--- config.mk ---
export PLATFORM = sky130hd
export DESIGN_NAME = joypad_shifter
export DESIGN_NICKNAME = d
export VERILOG_FILES = /design/src/logic/nes_pkg.sv /design/src/logic/joypad_shifter.sv
export SDC_FILE = /design/constraint.sdc
export NUM_CORES = 1
export LEC_CHECK = 0
export BUFFER_PORTS_ARGS = -buffer_cell sky130_fd_sc_hd__buf_2
export CAP_MARGIN = 20
export CORE_MARGIN = 3
export CORE_UTILIZATION = 45
export CTS_BUF_LIST = sky130_fd_sc_hd__clkbuf_4 sky130_fd_sc_hd__clkbuf_8
export DETAILED_ROUTE_END_ITERATION = 6
export GPL_ROUTABILITY_DRIVEN = 0
export PLACE_DENSITY = 0.76
export SETUP_SLACK_MARGIN = 0.1
export SLEW_MARGIN = 20
export SYNTH_ARGS = -nofsm -noshare
export SYNTH_HDL_FRONTEND = slang
export SYNTH_SLANG_ARGS = --single-unit
--- constraint.sdc ---
create_clock -name clock -period 1.1 [get_ports clock]
set_clock_uncertainty 0.2 [all_clocks]
set_input_delay 0.22 -clock clock [delete_from_list [all_inputs] [get_ports clock]]
set_output_delay 0.22 -clock clock [all_outputs]
set_load 0.01 [all_outputs]
--- src/logic/nes_pkg.sv ---
`default_nettype none

package nes_pkg;

  typedef logic [7:0]  byte_t;
  typedef logic [31:0] host_addr_t;
  typedef logic [15:0] sample_t;
  typedef logic [3:0]  dac_t;
  typedef logic [7:0]  buttons_t;   // {right, left, down, up, start, select, b, a}
  typedef logic [1:0]  phase_t;
  typedef logic [21:0] mem_addr_t;  // widest game address, modules use the low bits

  localparam byte_t  CONTROL_PAGE  = 8'hFF;
  localparam phase_t COMMIT_PHASE  = 2'd3;
  localparam int     DOWNLOAD_HOLD = 255;
  localparam int     DITHER_BITS   = 12;

  // byte-wide write bus from the host bridge
  typedef struct packed {
    logic       wr;
    host_addr_t addr;
    byte_t      data;
  } host_write_t;

  // one access on the shared memory port
  typedef struct packed {
    logic      we;
    logic      re;
    mem_addr_t addr;
    byte_t     data;
  } mem_req_t;

endpackage

`default_nettype wire
--- src/logic/joypad_shifter.sv ---
`timescale 1ns/1ps
`default_nettype none

module joypad_shifter (
  input  wire               clock,
  input  wire               i_reset,
  input  wire  [6:0]        i_btn,
  input  nes_pkg::buttons_t i_usb_buttons,
  input  wire               i_joy_strobe,
  input  wire               i_joy_clock,
  output logic              o_joy_data
);

  nes_pkg::buttons_t board_buttons;
  nes_pkg::buttons_t merged_q;
  nes_pkg::buttons_t shift_reg;
  logic              joy_clock_q;
  logic              joy_clock_fall;

  // onboard buttons in console order, no select button on the board
  assign board_buttons = {
    i_btn[6],    // right
    i_btn[5],    // left
    i_btn[4],    // down
    i_btn[3],    // up
    ~i_btn[0],   // start is active low
    1'b0,        // select
    i_btn[1],    // b
    i_btn[2]     // a
  };

  assign joy_clock_fall = !i_joy_clock && joy_clock_q;

  always_ff @(posedge clock)
  begin
    merged_q <= board_buttons | i_usb_buttons;
  end

  always_ff @(posedge clock)
  begin
    if (i_reset)
    begin
      joy_clock_q <= 1'b0;
      shift_reg   <= '0;
    end
    else
    begin
      joy_clock_q <= i_joy_clock;
      if (i_joy_strobe)
        shift_reg <= merged_q;                    // latch while strobe held
      else if (joy_clock_fall)
        shift_reg <= {1'b0, shift_reg[7:1]};      // next button out
    end
  end

  assign o_joy_data = shift_reg[0];

endmodule

`default_nettype wire

==> flow_metrics.env, run 1 <==
export IMPL_status="finished with violations"
export IMPL_failed_checks="hold timing, setup timing"
export IMPL_rsz0062_at_grt="true"
export IMPL_holdWs_ns=-0.0873
export IMPL_fp_dieW_um=43.8
export IMPL_path_buf_inv=0
export IMPL_antenna_found_initial=0
export IMPL_clock_sinks=17
export IMPL_cts_buffers_inserted=3
export IMPL_root_buffer="clkbuf_4"
export IMPL_crit_family="flip-flops"
export IMPL_fmax_ghz=0.859
export IMPL_synthDistinctLibCells=14
export IMPL_wire_per_inst_um=10.9
export IMPL_p_per_area_nw_per_um2=1340
export IMPL_critPathSlowestCell="dfxtp_2"
export IMPL_slew_headroom_pct=78.3
export IMPL_first_pass_iters=1
export IMPL_drt_iter0_markers=0
export IMPL_cts_buffer_depth=2
export IMPL_synth_area_leader_cell="dfxtp_1"
export IMPL_finalMaxSlewViolations=0
export IMPL_pre_cts_ws_ns=-0.216
export IMPL_core_area_um2=1220
export IMPL_ant_nets=0
export IMPL_layout_drive_gt1_share_pct=59.1
export IMPL_yosysSeqAreaShare_pct=53.0
export IMPL_path_class="reg2reg"
export IMPL_synth_cells=60
export IMPL_cts_tree="yes"
export IMPL_hold_violations=7
export IMPL_final_cells=102
export IMPL_vias_per_cell=4.99
export IMPL_synth_top_cells_by_count="dfxtp_1 (17), nor3_1 (12), a2111oi_2 (7), or2_2 (6), inv_1 (5)"
export IMPL_dp_hpwl_um=813
export IMPL_async_flop_share_pct=0
export IMPL_wl_um=1110
export IMPL_drc_errors=0
export IMPL_fin_crit_ns=1.16
export IMPL_finalCritPeriodShare_pct=106
export IMPL_antenna_cells=0
export IMPL_synth_seq_cells=17
export IMPL_synth_ff_type="dfxtp_1"
export IMPL_vias=509
export IMPL_max_stage_delay_ns=0.36
export IMPL_grt_pass1_wl_um=1880
export IMPL_syn_to_final_growth_pct=39.4
export IMPL_num_rows=12
export IMPL_crit_path_start_kind="register"
export IMPL_synth_area_per_cell_um2=10.7
export IMPL_crit_fanout=7
export IMPL_htree_levels=1
export IMPL_dp_cells=94
export IMPL_die_height_um=43.8
export IMPL_worst_setup_path_end_kind="register"
export IMPL_nNetsFinal=108
export IMPL_first_global_vias=476
export IMPL_setup_viol=7
export IMPL_synth_warnings=0
export IMPL_clkTransAtPathRegs_ns=0.09
export IMPL_io_pins=20
export IMPL_start_util_pct=52.8
export IMPL_worstPathArrival_ns=1.15
export IMPL_synthTopCellsByArea="dfxtp_1 (53%), a2111oi_2 (16%), nor3_1 (9.4%)"
export IMPL_yosysTopAreaCellShare_pct=53.0
export IMPL_cp_required_ns=1.09
export IMPL_synth_area_um2=642
export IMPL_die_area_um2=1920
export IMPL_grt_max_degree=16
export IMPL_maxCapViolations=0
export IMPL_p_leak_nw=0.390
export IMPL_crit_chain="and2b_4 -> nor3_1 -> a2111oi_2"
export IMPL_grt_usage_pct=14.0
export IMPL_worst_pin_slew_ns=0.325
export IMPL_fin_ws_ns=-0.0640
export IMPL_synth_edff_count=0
export IMPL_port_buffers=19
export IMPL_synth_nets=79
export IMPL_overflow=0
export IMPL_hp_class="in2reg"
export IMPL_clk_latency_ns=0.28
export IMPL_peakVddDrop_v=0.000975
export IMPL_synth_most_common_cell="dfxtp_1"
## cells by family after synthesis
group	synth area share (%)
AND/OR/NAND/NOR	23.8
flip-flops	53.0
buffers and inverters	6.04
AO/OA/AOI/OAI	17.2
## cell usage in the layout, fill, tap and decap left out
cell	Yosys	routed
a2111oi_2	7	6
a2111oi_4	0	1
a21oi_1	1	1
and2b_4	0	1
buf_2	1	18
buf_4	2	5
buf_6	0	1
clkbuf_4	0	4
dfxtp_1	17	15
dfxtp_2	0	2
dlygate4sd3_1	0	3
inv_1	5	5
nand2_1	1	1
nand2b_1	2	1
nand2b_4	0	1
nand3b_1	1	1
nor2_2	0	1
nor2b_1	3	3
nor3_1	12	6
nor3_2	0	6
or2_2	6	6
## through the flow
stage               power (mW)  utilization [%]  setup TNS [ns]  cell area, um^2
floorplan                0.784                -         -0.0829              671
global placement         0.836             64.9           -1.18              790
global route              1.26             73.6          -0.793              895
CTS                       1.21             73.6          -0.419              895
finish                    1.20             73.6          -0.335              895
detailed placement       0.841             64.9           -1.34              790
## worst reg2reg max path: stages (launching register included)
cell	delay [ns]
dfxtp_2	0.36
and2b_4	0.23
nor3_1	0.08
a2111oi_2	0.20
## final timing paths
kind | cells after the start | endpoint | slack [ns] | from
worst max-delay path | 3 | shift_reg[1] | -0.06 | joy_clock_q
worst max register to register | 3 | shift_reg[1] | -0.06 | joy_clock_q
worst min register to register | 2 | shift_reg[7] | 0.25 | merged_q[7]
worst min-delay path | 2 | merged_q[5] | -0.09 | i_btn[4]
## final cells by class
class,count,area (um^2)
fill,88,322
clock buffer,4,30.0
sequential,17,343
timing repair buffer,27,169
inverter,5,18.8
multi-input combinational,35,317
tap,14,17.5
## what timing repair did
item / in CTS / in global routing
hold buffers: 3 / 1
pin swaps: 5 / 2
setup buffers: 1 / 0
resized for setup: 10 / 0
setup endpoints to repair: 9 / 10
endpoints found under the hold margin: 9 / 7
gates cloned: 0 / 0
## power breakdown
part           total, mW  switching [mW]  internal (mW)
combinational      0.175          0.0722          0.102
sequential         0.680          0.0211          0.658
clock              0.342           0.177          0.165
total               1.20           0.270          0.926
## per-layer routing
layer / up-vias / wire length, um / GRT usage [%]
met3: 4 / 57 / 4.98
met4: 0 / 35 / 10.8
met1: 224 / 484 / 15.7
met2: 14 / 533 / 21.2
met5: - / 0 / 0
li1: 267 / - / -
No activity file was read; power rests on OpenSTA's default activity.
==> run 2: changes to the inputs <==
--- a/config.mk
+++ b/config.mk
@@ -5,14 +5,14 @@
 export SDC_FILE = /design/constraint.sdc
 export NUM_CORES = 1
 export LEC_CHECK = 0
+export ABC_AREA = 1
 export BUFFER_PORTS_ARGS = -buffer_cell sky130_fd_sc_hd__buf_2
 export CAP_MARGIN = 20
-export CORE_MARGIN = 3
-export CORE_UTILIZATION = 45
+export CORE_UTILIZATION = 46
 export CTS_BUF_LIST = sky130_fd_sc_hd__clkbuf_4 sky130_fd_sc_hd__clkbuf_8
 export DETAILED_ROUTE_END_ITERATION = 6
 export GPL_ROUTABILITY_DRIVEN = 0
-export PLACE_DENSITY = 0.76
+export PLACE_DENSITY = 0.78
 export SETUP_SLACK_MARGIN = 0.1
 export SLEW_MARGIN = 20
 export SYNTH_ARGS = -nofsm -noshare
==> run 2 against run 1 <==
- the flow still finishes with violations (hold timing, setup timing)
- routed wire length is 12% higher
- combinational power is 4% higher
- setup slack better by 0.021 ns
- critical path depth is 2 lower
- core utilization is 5.6 points lower
==> flow_metrics.env, run 2 <==
export IMPL_critPathSlowestCell="dfxtp_2"
export IMPL_cts_tree="yes"
export IMPL_whs_path_depth=2
export IMPL_layout_drive_gt1_share_pct=51.5
export IMPL_start_util_pct=49.6
export IMPL_dp_cells=110
export IMPL_yosysSeqAreaShare_pct=52.1
export IMPL_root_buffer="clkbuf_4"
export IMPL_drt_iter0_markers=2
export IMPL_wl_um=1250
export IMPL_path_class="reg2out"
export IMPL_worst_pin_slew_ns=0.251
export IMPL_grt_max_degree=17
export IMPL_r2r_start="joy_clock_q"
export IMPL_worstPathArrival_ns=0.72
export IMPL_drc_errors=0
export IMPL_nNetsFinal=123
export IMPL_synth_area_um2=653
export IMPL_synth_seq_cells=17
export IMPL_yosysTopAreaCellShare_pct=52.1
export IMPL_vias=571
export IMPL_synth_edff_count=0
export IMPL_overflow=0
export IMPL_port_buffers=19
export IMPL_crit_fanout=2
export IMPL_syn_to_final_growth_pct=37.2
export IMPL_clk_latency_ns=0.29
export IMPL_die_height_um=39.7
export IMPL_synth_area_per_cell_um2=8.37
export IMPL_cts_buffers_inserted=3
export IMPL_dp_hpwl_um=783
export IMPL_seqCellArea_um2=345
export IMPL_ff2ff_path_depth=4
export IMPL_vias_per_cell=4.84
export IMPL_fp_dieW_um=39.7
export IMPL_hold_start="i_btn[5]"
export IMPL_first_pass_iters=4
export IMPL_grt_pass1_wl_um=1790
export IMPL_grt_usage_pct=18.9
export IMPL_io_pins=20
export IMPL_antenna_cells=0
export IMPL_setup_viol=1
export IMPL_pre_cts_ws_ns=-0.0578
export IMPL_antenna_found_initial=0
export IMPL_max_stage_delay_ns=0.33
export IMPL_fin_ws_ns=-0.0429
export IMPL_r2r_setup_slack_ns=0.06
export IMPL_holdWs_ns=-0.0936
export IMPL_worst_setup_path_end_kind="output port"
export IMPL_cp_required_ns=0.68
export IMPL_htree_levels=1
export IMPL_multi_input_area_um2=344
export IMPL_hold_buffers=3
export IMPL_timing_rr_end="shift_reg[5]"
export IMPL_die_area_um2=1570
export IMPL_clock_sinks=17
export IMPL_first_global_vias=465
export IMPL_fill_cells=105
export IMPL_crit_path_start_kind="register"
export IMPL_peakVddDrop_v=0.000689
export IMPL_slew_headroom_pct=83.3
export IMPL_core_area_um2=1320
export IMPL_hold_violations=6
export IMPL_synth_top_cells_by_count="nand2_1 (28), dfxtp_1 (17), nand3_1 (8), a21oi_1 (6), or2_2 (6)"
export IMPL_cts_buffer_depth=2
export IMPL_synth_cells=78
export IMPL_synthTopCellsByArea="dfxtp_1 (52%), nand2_1 (16%), nand3_1 (6.1%)"
export IMPL_fin_crit_ns=1.14
export IMPL_ant_nets=0
export IMPL_postPlaceCellArea_um2=739
export IMPL_final_cells=118
export IMPL_async_flop_share_pct=0
export IMPL_num_rows=13
export IMPL_postLayoutCellArea_um2=896
export IMPL_p_per_area_nw_per_um2=1330
export IMPL_status="finished with violations"
export IMPL_finish_utilization_pct=68.0
export IMPL_crit_cells=1
export IMPL_synthDistinctLibCells=13
export IMPL_wire_per_inst_um=10.6
export IMPL_p_leak_nw=0.423
export IMPL_synth_nets=97
export IMPL_finalCritPeriodShare_pct=104
export IMPL_crit_chain="buf_6"
export IMPL_fmax_ghz=0.875
export IMPL_synth_area_leader_cell="dfxtp_1"
export IMPL_maxCapViolations=0
export IMPL_finalMaxSlewViolations=0
export IMPL_final_common_cell="nand2_1"
export IMPL_clkTransAtPathRegs_ns=0.09
export IMPL_hp_class="in2reg"
export IMPL_failed_checks="hold timing, setup timing"
export IMPL_path_buf_inv=1
export IMPL_crit_family="flip-flops"
export IMPL_rsz0062_at_grt="true"
export IMPL_synth_warnings=0
export IMPL_layout_common_cells="nand2_1 (21), buf_2 (18), dfxtp_1 (15)"
export IMPL_min_to="merged_q[6]"
export IMPL_synth_most_common_cell="nand2_1"
export IMPL_synth_ff_type="dfxtp_1"
## run 2: cell types whose count changed after synthesis, sizes merged, moves of 2 or more
cell,before,now
a2111oi,7,0
a21oi,1,8
inv,5,3
nand2,1,32
nand2b,2,0
nand3,0,8
nor2b,3,0
nor3,12,0
## run 2: per-stage QoR
stage,power (mW),setup TNS (ns)
2_1_floorplan,0.776,0
6_report,1.19,-0.0429
3_5_place_dp,0.810,-0.261
4_1_cts,1.17,-0.0570
3_3_place_gp,0.805,-0.0949
5_1_grt,1.26,-0.0756
## run 2: routing by layer
| metal | vias to the layer above | GRT usage (%) | share of wire, % |
|---|---|---|---|
| li1 | 297 | - | - |
| met3 | 4 | 8.52 | 5.5 |
| met1 | 256 | 19.2 | 43 |
| met2 | 14 | 30.3 | 49 |
| met4 | 0 | 12.9 | 2.0 |
| met5 | - | 0 | 0 |
## run 2: how the worst max path moves through the flow
| stage | from | to |
|---|---|---|
| after floorplan | i_joy_strobe | shift_reg[0] |
| final | shift_reg[0] | o_joy_data |
| after CTS | shift_reg[0] | o_joy_data |
| after global routing | shift_reg[0] | o_joy_data |
| after global placement | i_joy_strobe | shift_reg[1] |
| after detailed placement | i_joy_strobe | shift_reg[5] |
## run 2: cell type report
class                      instances  area share [%]
tap                               15            2.09
sequential                        17            38.5
timing repair buffer              23            15.5
clock buffer                       4            3.35
multi-input combinational         56            38.4
inverter                           3            2.09
## run 2: cells by family (layout without fill, tap and decap cells)
| logic type | count (synthesis) | count (layout) | synth area share (%) |
|---|---|---|---|
| AO/OA/AOI/OAI | 8 | 8 | 7.28 |
| buffers and inverters | 6 | 30 | 8.24 |
| flip-flops | 17 | 17 | 52.1 |
| AND/OR/NAND/NOR | 47 | 48 | 32.4 |
## run 2: what timing repair did
action | in CTS | in global routing
gates cloned | 0 | 1
hold endpoints to repair | 8 | 6
endpoints found under the setup margin | 8 | 8
setup buffers | 0 | 0
pin swaps | 2 | 4
gates resized for setup | 6 | 18
## run 2: where the power goes
| group | switching (mW) | internal [mW] |
|---|---|---|
| registers | 0.0177 | 0.651 |
| logic | 0.0946 | 0.0870 |
| clock network | 0.177 | 0.166 |
